## config.mk

```make
export PLATFORM = sky130hd
export DESIGN_NAME = bus_arbiter
export DESIGN_NICKNAME = d
export VERILOG_FILES = /design/src/hw/fabric_pkg.sv /design/src/hw/priority_selector.sv /design/src/hw/bus_arbiter.sv
export VERILOG_INCLUDE_DIRS = /design/src /design/src/hw
export SDC_FILE = /design/constraint.sdc
export NUM_CORES = 1
export LEC_CHECK = 0
export BUFFER_PORTS_ARGS = -buffer_cell sky130_fd_sc_hd__buf_4
export CAP_MARGIN = 20
export CELL_PAD_IN_SITES_DETAIL_PLACEMENT = 0
export CELL_PAD_IN_SITES_GLOBAL_PLACEMENT = 1
export CORE_AREA = 5 5 145 147
export DETAILED_ROUTE_END_ITERATION = 7
export DIE_AREA = 0 0 150 152
export GPL_ROUTABILITY_DRIVEN = 0
export PLACE_DENSITY_LB_ADDON = 0.1
export SLEW_MARGIN = 10
export SYNTH_ARGS = -nofsm -noshare
export SYNTH_HDL_FRONTEND = slang
export SYNTH_SLANG_ARGS = --single-unit
```

## constraint.sdc

```tcl
create_clock -name clk -period 3.3 [get_ports clk]
set_clock_uncertainty 0.05 [all_clocks]
set_input_delay 0.99 -clock clk [delete_from_list [all_inputs] [get_ports clk]]
set_output_delay 0.99 -clock clk [all_outputs]
set_load 0.005 [all_outputs]
```

## src/hw/fabric_defs.svh

```systemverilog
`ifndef FABRIC_DEFS_SVH
`define FABRIC_DEFS_SVH

// bus masters, one AXI4-Lite port each
`define NO_MASTERS 3

// register banks on the shared bus
`define NO_SLAVES 5

// words per bank
`define REGS_PER_SLAVE 16

// data path width, byte strobes follow from it
`define DATA_W 32

`endif

```

## src/hw/fabric_pkg.sv

```systemverilog
package fabric_pkg;

`include "fabric_defs.svh"

    // index of a bus master
    typedef logic [$clog2(`NO_MASTERS)-1:0] master_id_t;

    // target bank id, zero means no request
    typedef logic [$clog2(`NO_SLAVES+1)-1:0] slave_id_t;

    // word index inside one bank
    typedef logic [$clog2(`REGS_PER_SLAVE)-1:0] reg_idx_t;

    // one address word, seen raw or split into fields
    typedef union packed {
        logic [31:0] raw;
        struct packed {
            logic [20:0] upper;
            logic [2:0]  region;
            logic [1:0]  unused;
            reg_idx_t    reg_idx;
            logic [1:0]  byte_off;
        } f;
    } fabric_addr_u;

    // command on the shared bus
    typedef struct packed {
        logic                  write;
        reg_idx_t              reg_idx;
        logic [`DATA_W-1:0]    wdata;
        logic [`DATA_W/8-1:0]  wstrb;
    } bus_cmd_t;

    // bank answer, done is a one-cycle pulse
    typedef struct packed {
        logic                  done;
        logic [`DATA_W-1:0]    rdata;
    } bus_rsp_t;

    typedef enum logic [1:0] {
        SEL_IDLE    = 2'b00,
        SEL_SPREAD  = 2'b01,
        SEL_PREEMPT = 2'b10
    } sel_mode_e;

    typedef enum logic [1:0] {
        ARB_IDLE,
        ARB_GRANT,
        ARB_ACCESS
    } arb_state_e;

endpackage

```

## src/hw/priority_selector.sv

```systemverilog
`timescale 1ns/10ps

`include "fabric_defs.svh"

module priority_selector
    import fabric_pkg::*;
(
    input  sel_mode_e  mode,
    input  master_id_t master_in,
    input  slave_id_t  slave_in,
    input  slave_id_t  slave_id [`NO_MASTERS-1:0],
    output master_id_t master_out,
    output slave_id_t  slave_out,
    output logic       request
);

    // which masters may win in the current mode
    logic [`NO_MASTERS-1:0] eligible;

    // any master asking at all
    always_comb begin
        request = 1'b0;
        for (int i = 0; i < `NO_MASTERS; i++) begin
            if (slave_id[i] != '0) begin
                request = 1'b1;
            end
        end
    end

    always_comb begin
        for (int i = 0; i < `NO_MASTERS; i++) begin
            unique case (mode)
                SEL_IDLE:    eligible[i] = (slave_id[i] != '0);
                // skip masters aiming at the bank just served
                SEL_SPREAD:  eligible[i] = (slave_id[i] != '0) && (slave_id[i] != slave_in);
                // only a higher priority master may take over
                SEL_PREEMPT: eligible[i] = (slave_id[i] != '0) &&
                                           (master_id_t'(i) < master_in);
                default:     eligible[i] = 1'b0;
            endcase
        end
    end

    // no match keeps the inputs
    always_comb begin
        master_out = master_in;
        slave_out  = slave_in;
        // walk downwards, lowest eligible index is written last
        for (int i = `NO_MASTERS - 1; i >= 0; i--) begin
            if (eligible[i]) begin
                master_out = master_id_t'(i);
                slave_out  = slave_id[i];
            end
        end
    end

endmodule

```

## src/hw/bus_arbiter.sv

```systemverilog
`timescale 1ns/10ps

`include "fabric_defs.svh"

module bus_arbiter
    import fabric_pkg::*;
(
    input  logic                   clk,
    input  logic                   arst_n,
    input  slave_id_t              bus_req [`NO_MASTERS-1:0],
    input  bus_cmd_t               cmd_in [`NO_MASTERS-1:0],
    output logic [`NO_SLAVES-1:0]  bank_sel,
    output bus_cmd_t               bus_cmd,
    input  bus_rsp_t               bank_rsp [`NO_SLAVES-1:0],
    output bus_rsp_t               port_rsp,
    output logic [`NO_MASTERS-1:0] done
);

    arb_state_e state;
    master_id_t cur_master;
    slave_id_t  cur_slave;
    logic       spread_q;

    sel_mode_e  sel_mode;
    master_id_t sel_master;
    slave_id_t  sel_slave;
    logic       sel_request;
    logic       idle_win;

    // grant checks for preemption, idle spreads after each access
    always_comb begin
        if (state == ARB_GRANT) begin
            sel_mode = SEL_PREEMPT;
        end else if (spread_q) begin
            sel_mode = SEL_SPREAD;
        end else begin
            sel_mode = SEL_IDLE;
        end
    end

    priority_selector priority_selector_i (
        .mode       (sel_mode),
        .master_in  (cur_master),
        .slave_in   (cur_slave),
        .slave_id   (bus_req),
        .master_out (sel_master),
        .slave_out  (sel_slave),
        .request    (sel_request)
    );

    // in spread mode a miss hands back cur_slave unchanged
    assign idle_win = sel_request && (!spread_q || (sel_slave != cur_slave));

    always_ff @(posedge clk or negedge arst_n) begin
        if (!arst_n) begin
            state      <= ARB_IDLE;
            cur_master <= '0;
            cur_slave  <= '0;
            spread_q   <= 1'b0;
        end else begin
            case (state)
                ARB_IDLE: begin
                    if (idle_win) begin
                        state      <= ARB_GRANT;
                        cur_master <= sel_master;
                        cur_slave  <= sel_slave;
                    end else if (spread_q) begin
                        // everyone wants the same bank, fall back to idle pick
                        spread_q <= 1'b0;
                    end
                end
                ARB_GRANT: begin
                    if (sel_master != cur_master) begin
                        // lower index arrived, grant again
                        cur_master <= sel_master;
                        cur_slave  <= sel_slave;
                    end else begin
                        state <= ARB_ACCESS;
                    end
                end
                ARB_ACCESS: begin
                    state    <= ARB_IDLE;
                    spread_q <= 1'b1;
                end
                default: state <= ARB_IDLE;
            endcase
        end
    end

    // granted port drives the bus
    always_comb begin
        bus_cmd = cmd_in[0];
        for (int m = 0; m < `NO_MASTERS; m++) begin
            if (cur_master == master_id_t'(m)) bus_cmd = cmd_in[m];
        end
    end

    // one-hot select, access cycle only
    always_comb begin
        bank_sel = '0;
        for (int s = 0; s < `NO_SLAVES; s++) begin
            bank_sel[s] = (state == ARB_ACCESS) && (cur_slave == slave_id_t'(s + 1));
        end
    end

    // answer of the bank last accessed
    always_comb begin
        port_rsp = '0;
        for (int s = 0; s < `NO_SLAVES; s++) begin
            if (cur_slave == slave_id_t'(s + 1)) port_rsp = bank_rsp[s];
        end
    end

    always_comb begin
        for (int m = 0; m < `NO_MASTERS; m++) begin
            done[m] = port_rsp.done && (cur_master == master_id_t'(m));
        end
    end

endmodule

```

* Word-level counts from Yosys, hierarchy flattened
Cells that the tools add are included.
** Operators by class
- Magnitude comparators :: 3
- Multipliers :: 0
- Muxes and demuxes :: 32
- Eq/ne operators :: 20
- Bitwise gates (word level) :: 0
- Div/mod/pow operators :: 0
- Add/subtract/negate cells :: 0
- Shift operators :: 0
- Reduce and logical (&&, ||, !) cells :: 28
** Operator list (number)
- $mux W33 :: 5
- $mux W41 :: 2
- $mux W2 :: 8
- $logic_and A1 B1 Y1 :: 15
- $mux W3 :: 5
- $ne A3 B3 Y1 :: 4
- $pmux W1 S3 :: 3
- $reduce_bool A3 Y1 :: 3
- $pmux W2 S2 :: 2
- $eq A2 B1 Y1 const B :: 3
- $eq A2 B2 Y1 const B :: 3
- $eq A3 B2 Y1 const B :: 2
- $eq A3 B3 Y1 const B :: 2
- $logic_not A2 Y1 :: 3
- $ne A2 B2 Y1 const B :: 3
- $pmux W3 S2 :: 1
- $mux W1 :: 5
- $lt A1 B2 Y1 const A :: 2
- $reduce_and A2 Y1 :: 2
- $reduce_bool A2 Y1 :: 2
- $eq A3 B1 Y1 const B :: 1
- $reduce_and A3 Y1 :: 1
- $lt A2 B2 Y1 const A :: 1
- $ne A2 B1 Y1 const B :: 1
- other kinds (4) :: 4
** Storage, ports and cells
- Memories :: 0
- Input port bits :: 299
- Bits in writable memories :: 0
- Bits in registers :: 8
- Latch bits :: 0
- Logic and storage cells :: 87
- Output and inout bits :: 82
- Bits in read-only memories :: 0

* Logic depth before layout (Yosys ltp)
Gate-level depths: netlist of run 1.
- Word-level depth :: 12
- Depth in mapped cells :: 9

* By module
From an unflattened synthesis of run 1, not the netlist that was laid out.
** Second synthesis, totals
- Cell total of the unflattened synthesis :: 446
- Area total of the unflattened synthesis :: 3388.2 µm²
** Modules (own cells, without submodules)
- bus_arbiter :: sequential area each 200.2 µm², times used 1, area an instance 3020.4 µm², cells an instance 391
- priority_selector :: sequential area each 0.0 µm², times used 1, area an instance 367.9 µm², cells an instance 55

* Worst setup path before layout of run 1
No wires, ideal clock.
- Path kind :: input-to-reg
- Start :: input port bus_req[4] (netlist name)
- End :: register cur_slave[1]
- Data required time :: 3122 ps
- Buffers on the path :: 0
- Stages on the path :: 8
- Path slack :: 160 ps
- Data arrival time :: 2962 ps
- Cell sequence :: xor2_2 > nor4_4 > a21o_2 > a221oi_2 > o21a_2 > or4b_4 > a21oi_2 > mux2_1
** On the way
- Word-level cells in the longest chain between the ends :: 10
- Elaborated cells on any way between the ends :: 21
- Those cells by class :: eq/ne (5); mux (10); reduce/logical (6)
** Ends and longest elaborated chain
- start: declaration :: RTL line bus_arbiter.sv:10 : input slave_id_t bus_req [`NO_MASTERS-1:0],
- $ne A3 B3 Y1 / $reduce_bool A3 Y1 (equally long branches) :: RTL line priority_selector.sv:35, priority_selector.sv:24, priority_selector.sv:33
- $logic_and A1 B1 Y1, on equally long branches :: RTL line priority_selector.sv:35, priority_selector.sv:37
- $pmux W1 S3 :: RTL line priority_selector.sv:32 : unique case (mode)
- $mux W3 (2 in a row) :: RTL line priority_selector.sv:50 : if (eligible[i]) begin
- $ne A3 B3 Y1 :: RTL line bus_arbiter.sv:52 : assign idle_win = sel_request && (!spread_q || (sel_slave != cur_slave));
- $logic_or A1 B1 Y1 :: RTL line bus_arbiter.sv:52
- $logic_and A1 B1 Y1 :: RTL line bus_arbiter.sv:52
- $ne A2 B2 Y1 (no source line)
- $reduce_and A3 Y1 (no source line)
- end signal: assignment :: RTL line bus_arbiter.sv:66 : cur_slave <= sel_slave;
- end signal: assignment :: RTL line bus_arbiter.sv:76 : cur_slave <= sel_slave;
- end: declaration :: RTL line bus_arbiter.sv:21 : slave_id_t cur_slave;
Parallel ways exist; a longest one is shown, timed or not. The select of a mux whose other input is x is not followed.
A chain may end at the register's enable or synchronous reset.

* Final worst setup path of run 1
- Start :: input port bus_req[4] (netlist name)
- End :: register cur_slave[2]
The elaborated chain is that of the path after synthesis.

==> results of run 1 <==
layer usage:
metal / up-vias / wire [um]
met3: 14 / 2100
met2: 253 / 10300
li1: 2276 / -
met1: 2097 / 6840
met5: - / 0
met4: 0 / 357
sequential cells by signal (all words and copies together) (netlist names):
name	count
cur_slave	3
state	2
cur_master	2
spread_q	1
Yosys cell counts, types with 2 or more instances:
library cell   n
buf_6          5
xor2_2         3
buf_1          6
nand2_1        8
dfrtp_1        8
xnor2_1        4
a22oi_1       33
or3_1          2
a21oi_1        6
nor2b_1        3
a221oi_2       2
and2_1         4
inv_1          5
mux2i_1       35
buf_4          2
nor2_1        91
mux2_2        33
a211oi_1       3
nor3_1         8
a22o_1         3
xor2_1         2
clkbuf_8       2
mux2_1         3
o22ai_1       75
clkbuf_1      27
nand2b_1       6
through the flow:
stage | setup WS [ps] | area (sq um) | instances | TNS [ps]
final | 123 | 6180 | 1043 | 0
after global routing | 13.4 | 6180 | 1043 | 0
after detailed placement | -162 | 6090 | 1039 | -469
after CTS | 69.5 | 6170 | 1043 | 0
after floorplan | 160 | 2890 | 407 | 0
after global placement | -116 | 6090 | 1039 | -346
worst max-delay path by stage:
stage | to | slack, ps | cells after the start
2_1_floorplan | cur_slave[1]$_DFFE_PN0P_ | 160 | 8
3_3_place_gp | cur_slave[0]$_DFFE_PN0P_ | -120 | 9
3_5_place_dp | cur_slave[1]$_DFFE_PN0P_ | -160 | 9
4_1_cts | cur_slave[2]$_DFFE_PN0P_ | 70 | 9
5_1_grt | cur_slave[1]$_DFFE_PN0P_ | 10 | 9
6_report | cur_slave[2]$_DFFE_PN0P_ | 120 | 9
power breakdown:
part,switching [mW],internal [mW]
logic,1.95,2.08
registers,0.132,0.148
clock network,0.0470,0.161
total,2.13,2.39
logic make-up after synthesis:
logic type / synth area share
AOI/OAI and AO/OA: 0.333
buffers and inverters: 0.0878
and+or+nand+nor: 0.214
DFF: 0.0692
muxes: 0.261
xor gates and xnor gates: 0.0350
timing repair:
action / in CTS / in global routing
resized for setup: 0 / 1
buffers inserted: 0 / 0
setup endpoints to repair: 0 / 3
area by class of cell:
cell class                      instances  area, sq um
Timing Repair Buffer                  405         3090
Tap cell                              270          338
Sequential cell                         8          204
Clock buffer                            4         78.8
Multi-Input combinational cell        351         2450
Inverter                                5         18.8
Fill cell                            2162        13600
==> results_dict.tcl, run 1 <==
set metrics [dict create \
    maxSlewViolCount 0 \
    grt-ovfl-total 0 \
    use_met1 0.169 \
    end_kind "flop" \
    crit_buf_inv 1 \
    avgSynthCellArea_sq_um 7.11 \
    synthArstFlopShare 1.00 \
    ys_seq_area_frac 0.0692 \
    nets 1073 \
    critPathKind "input port to flop" \
    slew_headroom 0.679 \
    cts_root_buf "clkbuf_16" \
    fmax_ghz 0.315 \
    hold_viol 0 \
    synth_fp_nets 706 \
    startpoint "bus_req[4]" \
    ant_nets 0 \
    cts.clk_slew.worst_paths_ps 40 \
    rr_endpoint "cur_slave[2]$_DFFE_PN0P_" \
    setup_viol 0 \
    grt_most_used_layer "met2" \
    synth-edff-count 0 \
    critical-path-top-delay-family "simple AND/OR/NAND/NOR gates" \
    drc 0 \
    power_mw 4.52 \
    synthCells 407 \
    run_status "completed" \
    clock_latency_ps 230 \
    yosysWarnings 0 \
    routedWlPerCell_um 18.7 \
    ys_types 54 \
    yosys_register_bits 8 \
    core-area_sq_um 19800 \
    dp_hpwl_um 16400 \
    grtUsageMet3 0.0450 \
    tightest_slew_ps 482 \
    portBuffers 380 \
    reg2reg_slack_ps 340 \
    synthTopCellsByArea "o22ai_1, mux2_2, mux2i_1, nor2_1, a22oi_1" \
    io_pins 381 \
    cts_tree "built" \
    layout_common_cells "buf_4, nor2_1, o22ai_1" \
    drive_above_1_share 0.596 \
    slowest_delay_ps 580 \
    ir_drop_mv 0.270 \
    clock_path_buffers 2 \
    arrival_ps 3230 \
    crit_path_top_delay_cell "or4b_4" \
    dieArea_sq_um 22800 \
    p_leak_nw 3.06 \
    wirelength_um 19600 \
    antenna_cells 0 \
    grt_pass1_vias 4963 \
    syn2layout_area_growth_pct 113 \
    worstPathRequired_ps 3360 \
    utilization 0.312 \
    vias 4640 \
    layout_min_cycle_time_ps 3180 \
    via_per_inst 4.45 \
    antenna_found_initial 0 \
    final_common_cell "buf_4" \
    grt_usage 0.158 \
    start_kind "input port" \
    worstRegToRegCells 8 \
    mappedNetlistArea_sq_um 2890 \
    cp_max_fo 4 \
    grt_pass1_wl_um 28700 \
    die_h_um 152 \
    synth_top_area_frac 0.162 \
    use_met2 0.305 \
    grt_max_degree 46 \
    start_util 0.146 \
    hp-class "input port to async pin" \
    htree_levels 1 \
    max-cap-violations 0 \
    drt_pass1_iterations 4 \
    cts_sinks 8 \
    drt_iter0_drc 121 \
    rows 52 \
    whs_ps 523 \
    dieWidth_um 150 \
    yosys.area.top_type "o22ai_1" \
    path_cells "buf_4 > xor2_2 > nor4_4 > nand2_2 > a221oi_2 > nor3_1 > or4b_4 > a21oi_4 > mux2_1" \
    post-route-period-util 0.963 \
    rsz0062_at_grt "false" \
    synth_flop_cell "dfrtp_1" \
    holdBufCountCts 0 \
    numCtsBuffers 3 \
    r2r_start "cur_slave[0]$_DFFE_PN0P_" \
    power_density_nw_per_um2 732 \
]
No activity file was read; power rests on OpenSTA's default activity.
==> run 2: changes to the inputs <==
--- a/config.mk
+++ b/config.mk
@@ -6,13 +6,14 @@
 export SDC_FILE = /design/constraint.sdc
 export NUM_CORES = 1
 export LEC_CHECK = 0
+export ABC_AREA = 1
 export BUFFER_PORTS_ARGS = -buffer_cell sky130_fd_sc_hd__buf_4
 export CAP_MARGIN = 20
 export CELL_PAD_IN_SITES_DETAIL_PLACEMENT = 0
 export CELL_PAD_IN_SITES_GLOBAL_PLACEMENT = 1
-export CORE_AREA = 5 5 145 147
+export CORE_AREA = 2 2 149 151
 export DETAILED_ROUTE_END_ITERATION = 7
-export DIE_AREA = 0 0 150 152
+export DIE_AREA = 0 0 151 153
 export GPL_ROUTABILITY_DRIVEN = 0
 export PLACE_DENSITY_LB_ADDON = 0.1
 export SLEW_MARGIN = 10
==> run 2 against run 1 <==
  * Clock-buffer cell count shrank 1
  * Via count grew 6.1%
  * Sequential power shrank 32%
  * Flip-flop and latch count is the same
  * Global-route usage grew 1.5 points
  * Combinational power shrank 14%
  * Routed wire length grew 5.1%
  * Maximum frequency grew 4.8%
  * Clock power is essentially flat
  * Critical path depth shrank 1
  * Total power shrank 14%
  * Largest cell class unchanged
==> results_dict.tcl, run 2 <==
set metrics [dict create \
    drt_pass1_iterations 6 \
    start_util 0.125 \
    synthCells 547 \
    ant_nets 0 \
    max-cap-violations 0 \
    htree_levels 1 \
    critPathKind "input port to output port" \
    grt-ovfl-total 0 \
    multiInputGateArea_sq_um 2160 \
    portBuffers 380 \
    cts_resized 0 \
    rows 54 \
    via_per_inst 4.10 \
    layout_common_cells "buf_4, nand2_1, nand3_1" \
    final_common_cell "buf_4" \
    post-route-period-util 0.919 \
    nets 1223 \
    yosys.area.top_type "nand2_1" \
    power_mw 3.88 \
    ys_top_cells_by_count "nand2_1, nand3_1, inv_1" \
    holdBufCountCts 0 \
    yosysMostFrequentCell "nand2_1" \
    grt_pass1_vias 5061 \
    drc 0 \
    top_register "cur_slave" \
    core-area_sq_um 21500 \
    cts_sinks 8 \
    fmax_ghz 0.330 \
    fillers 2537 \
    clock_latency_ps 230 \
    hold_viol 0 \
    wirelength_um 20500 \
    whs_ps 470 \
    worstPathRequired_ps 2260 \
    fin_setup_tns_ps 0 \
    drt_iter0_drc 176 \
    regArea_sq_um 200 \
    avgSynthCellArea_sq_um 4.92 \
    io_pins 381 \
    cts_root_buf "clkbuf_16" \
    synth_top_area_frac 0.327 \
    cp_max_fo 3 \
    numCtsBuffers 3 \
    synth_fp_nets 846 \
    reg2reg_slack_ps 1150 \
    clock_path_buffers 2 \
    setup_viol 0 \
    cts_tree "built" \
    synthArstFlopShare 1.00 \
    grt_pass1_wl_um 30300 \
    run_status "completed" \
    end_kind "output port" \
    cts.clk_slew.worst_paths_ps 40 \
    dieArea_sq_um 23100 \
    arrival_ps 1990 \
    yosysWarnings 0 \
    antenna_cells 0 \
    maxSlewViolCount 0 \
    drive_above_1_share 0.474 \
    power_density_nw_per_um2 641 \
    hp-class "flop to flop" \
    die_h_um 153 \
    ys_types 29 \
    post_cts_buffers 0 \
    dp_hpwl_um 17900 \
    largest_reg_flops 3 \
    routedWlPerCell_um 17.1 \
    grt_usage 0.173 \
    antenna_found_initial 0 \
    synth_flop_cell "dfrtp_1" \
    tightest_slew_ps 396 \
    slew_headroom 0.736 \
    reg.largest.list "cur_slave: 3 flops, cur_master: 2 flops, state: 2 flops" \
    syn2layout_area_growth_pct 125 \
    p_leak_nw 3.34 \
    ys_seq_area_frac 0.0745 \
    mappedNetlistArea_sq_um 2690 \
    synthTopCellsByArea "nand2_1, nand3_1, a221oi_1, inv_1, dfrtp_1" \
    vias 4923 \
    start_kind "input port" \
    grt_max_degree 28 \
    rsz0062_at_grt "false" \
    ir_drop_mv 0.208 \
    dieWidth_um 151 \
    yosys_register_bits 8 \
    synth-edff-count 0 \
    layout_min_cycle_time_ps 3030 \
]
run 2: changes by cell type after synthesis, sizes merged, moves of 7 or more:
| cell | change |
|---|---|
| nand2 | +237 |
| mux2i | -35 |
| a22oi | -33 |
| a221oi | +31 |
| nand3 | +90 |
| nor2 | -40 |
| o22ai | -72 |
| buf | -8 |
| inv | +54 |
| nand2b | -7 |
| mux2 | -36 |
run 2: path summary, 6_finish.rpt:
check | start | end | cells after the start
max | bank_rsp[32] | done[0] | 8
min | spread_q$_DFFE_PN0P_ | spread_q$_DFFE_PN0P_ | 2
max reg2reg | cur_slave[0]$_DFFE_PN0P_ | cur_master[0]$_DFFE_PN0P_ | 17
min reg2reg | spread_q$_DFFE_PN0P_ | spread_q$_DFFE_PN0P_ | 2
max in group asynchronous | arst_n | cur_slave[2]$_DFFE_PN0P_ | 1
min in group asynchronous | arst_n | spread_q$_DFFE_PN0P_ | 1
run 2: layout make-up:
| type | count | share of cell area |
|---|---|---|
| multi-input combinational | 449 | 0.358 |
| tap | 280 | 0.0579 |
| inverter | 59 | 0.0370 |
| sequential | 8 | 0.0331 |
| timing repair buffer | 403 | 0.502 |
| clock buffer | 3 | 0.0124 |
run 2: logic make-up (layout without fill, tap and decap cells):
| kind of cell | count (synthesis) | after routing | synth area share |
|---|---|---|---|
| xor gates and xnor gates | 4 | 4 | 0.0130 |
| AOI/OAI and AO/OA | 45 | 45 | 0.140 |
| DFF | 8 | 8 | 0.0745 |
| buffers and inverters | 90 | 465 | 0.133 |
| and+or+nand+nor | 400 | 400 | 0.640 |
run 2: routing by layer:
layer | global-route usage | wire (um) | vias to the layer above
li1 | - | - | 2528
met1 | 0.188 | 7520 | 2205
met2 | 0.333 | 11300 | 168
met3 | 0.0385 | 1300 | 22
met4 | 0.0449 | 469 | 0
met5 | 0 | 0 | -
run 2: through the flow:
| stage | setup slack, ps | utilization | std cells | area, sq um |
|---|---|---|---|---|
| floorplan | 715 | - | 547 | 2690 |
| global placement | 204 | 0.278 | 1199 | 5980 |
| detailed placement | 205 | 0.278 | 1199 | 5980 |
| CTS | 204 | 0.282 | 1202 | 6050 |
| global route | 160 | 0.282 | 1202 | 6050 |
| finish | 269 | 0.282 | 1202 | 6050 |
run 2: report_power, final:
| group | internal (mW) | switching, mW | total (mW) |
|---|---|---|---|
| clock network | 0.156 | 0.0483 | 0.205 |
| logic | 1.60 | 1.88 | 3.48 |
| registers | 0.146 | 0.0443 | 0.190 |
| total | 1.90 | 1.98 | 3.88 |
run 2: critical path, cell delays in order:
cell,delay [ps]
buf_4,110
inv_1,40
nor2_1,30
a221oi_1,270
nand3_1,140
inv_1,180
nor3_1,70
buf_4,160
==> run 3: changes to the inputs <==
--- a/config.mk
+++ b/config.mk
@@ -16,6 +16,7 @@
 export DIE_AREA = 0 0 151 153
 export GPL_ROUTABILITY_DRIVEN = 0
 export PLACE_DENSITY_LB_ADDON = 0.1
+export REMOVE_ABC_BUFFERS = 1
 export SLEW_MARGIN = 10
 export SYNTH_ARGS = -nofsm -noshare
 export SYNTH_HDL_FRONTEND = slang
==> constraint.sdc (replaced) <==
create_clock -name clk -period 3.4 [get_ports clk]
set_clock_uncertainty 0.05 [all_clocks]
set_input_delay 1.02 -clock clk [delete_from_list [all_inputs] [get_ports clk]]
set_output_delay 1.02 -clock clk [all_outputs]
set_load 0.005 [all_outputs]
==> run 3 against run 2 <==
  * Clock-buffer cell count did not move
  * Global-route usage rose by 1.5 points
  * Worst setup slack got worse by 42 ps
  * Core utilization barely moved
  * Critical path type is now flop to output port
  * Cell count fell by 0.17%
  * Register-to-register slack barely moved
  * Largest power group unchanged
  * Critical endpoint is now port_rsp[6]
==> results_dict.tcl, run 3 (synthesis results as in run 2) <==
set metrics [dict create \
    post-route-period-util 0.933 \
    cts_sinks 8 \
    dieArea_sq_um 23100 \
    arrival_ps 2100 \
    hold_viol 0 \
    dpl_worst_slack_ps 244 \
    core-area_sq_um 21500 \
    fmax_ghz 0.315 \
    top_layer_used "met5" \
    max-cap-violations 0 \
    wl_met1_um 8290 \
    hp-class "flop to flop" \
    htree_levels 1 \
    min-delay-start "spread_q$_DFFE_PN0P_" \
    multiInputGateArea_sq_um 2190 \
    largest_reg_flops 3 \
    top_register "cur_slave" \
    cts.clk_slew.worst_paths_ps 40 \
    cts_tree "built" \
    ir_drop_mv 0.227 \
    grt_pass1_wl_um 32500 \
    die_h_um 153 \
    power_density_nw_per_um2 640 \
    antenna_found_initial 3 \
    grt-ovfl-total 0 \
    start_util 0.125 \
    placed_area_sq_um 5970 \
    ant_nets 0 \
    fin_area_sq_um 6060 \
    cp_max_fo 25 \
    worstPathRequired_ps 2330 \
    layout_common_cells "buf_4, nand2_1, nand3_1" \
    utilization 0.282 \
    end_kind "output port" \
    startpoint "cur_slave[0]$_DFFE_PN0P_" \
    vias 4919 \
    start_kind "flop" \
    drt_pass1_iterations 6 \
    via_per_inst 4.10 \
    reg.largest.list "cur_slave: 3 flops, cur_master: 2 flops, state: 2 flops" \
    fin_setup_tns_ps 0 \
    dieWidth_um 151 \
    tightest_slew_ps 438 \
    fillers 2541 \
    numCtsBuffers 3 \
    rows 54 \
    io_pins 381 \
    wirelength_um 22600 \
    r2r_start "cur_slave[0]$_DFFE_PN0P_" \
    drc 0 \
    final_common_cell "buf_4" \
    drt_iter0_drc 175 \
    routedWlPerCell_um 18.8 \
    nets 1219 \
    p_leak_nw 3.34 \
    post_cts_buffers 0 \
    setup_viol 0 \
    syn2layout_area_growth_pct 125 \
    regArea_sq_um 200 \
    met3_length_um 1950 \
    grt_usage 0.188 \
    setup_slack_ps 227 \
    portBuffers 380 \
    rsz0062_at_grt "false" \
    dp_hpwl_um 19500 \
    slew_headroom 0.708 \
    drive_above_1_share 0.473 \
    grt_pass1_vias 5064 \
    clock_latency_ps 230 \
    layout_min_cycle_time_ps 3170 \
    clock_path_buffers 2 \
    route.met2.wl_um 11700 \
    cts_root_buf "clkbuf_16" \
    maxSlewViolCount 0 \
    run_status "completed" \
    critPathKind "flop to output port" \
    grt_max_degree 40 \
]
[run 3: changes by cell type in the layout (fill, tap and decap cells not counted)]
cell | previous run | this run
buf_4 | 402 | 397
diode_2 | 0 | 2
nor2_2 | 5 | 3
nor2_4 | 2 | 4
buf_12 | 1 | 2
nand3_1 | 89 | 88
nand3_2 | 0 | 1
nor3_2 | 2 | 1
nor3_4 | 1 | 2
[run 3: where the power goes]
part	switching (mW)	internal, mW
Combinational	1.92	1.56
Clock	0.0443	0.151
Sequential	0.0649	0.141
[run 3: final timing paths]
path,endpoint,slack (ps),depth (start not counted)
setup reg to reg,cur_slave[2]$_DFFE_PN0P_,1160,15
setup / recovery,port_rsp[6],230,6
max in group asynchronous,cur_slave[1]$_DFFE_PN0P_,2610,1
hold reg to reg,spread_q$_DFFE_PN0P_,460,2
min in group asynchronous,state[1]$_DFFE_PN0P_,560,1
hold / removal,spread_q$_DFFE_PN0P_,460,2
[run 3: layout make-up]
type / instances / share of cell area
repair buffers: 399 / 0.498
multi-input cells: 449 / 0.361
well taps: 280 / 0.0578
inverters: 59 / 0.0370
flip-flops and latches: 8 / 0.0330
clock buffers: 3 / 0.0124
diodes: 2 / 0.000826
[run 3: critical path: stages (launching register included)]
cell	delay, ps
dfrtp_1	500
inv_2	170
nor2_4	390
buf_4	390
a221oi_1	150
nand3_1	110
buf_4	150
[run 3: repair_timing]
action	in CTS	in global routing
endpoints found under the setup margin	0	1
hold buffers	0	0
resized for setup	0	1
[run 3: metal layers]
metal / global-route usage / vias up
met2: 0.342 / 188
met4: 0.0441 / 2
li1: - / 2525
met5: 0 / -
met1: 0.210 / 2180
met3: 0.0636 / 24
[run 3: per-stage QoR]
step	hold slack, ps	instances	power [mW]
final	456	1200	3.88
after global routing	531	1200	4.28
after CTS	461	1198	3.96
after detailed placement	451	1195	3.75
after global placement	466	1195	3.79
after floorplan	412	516	1.78
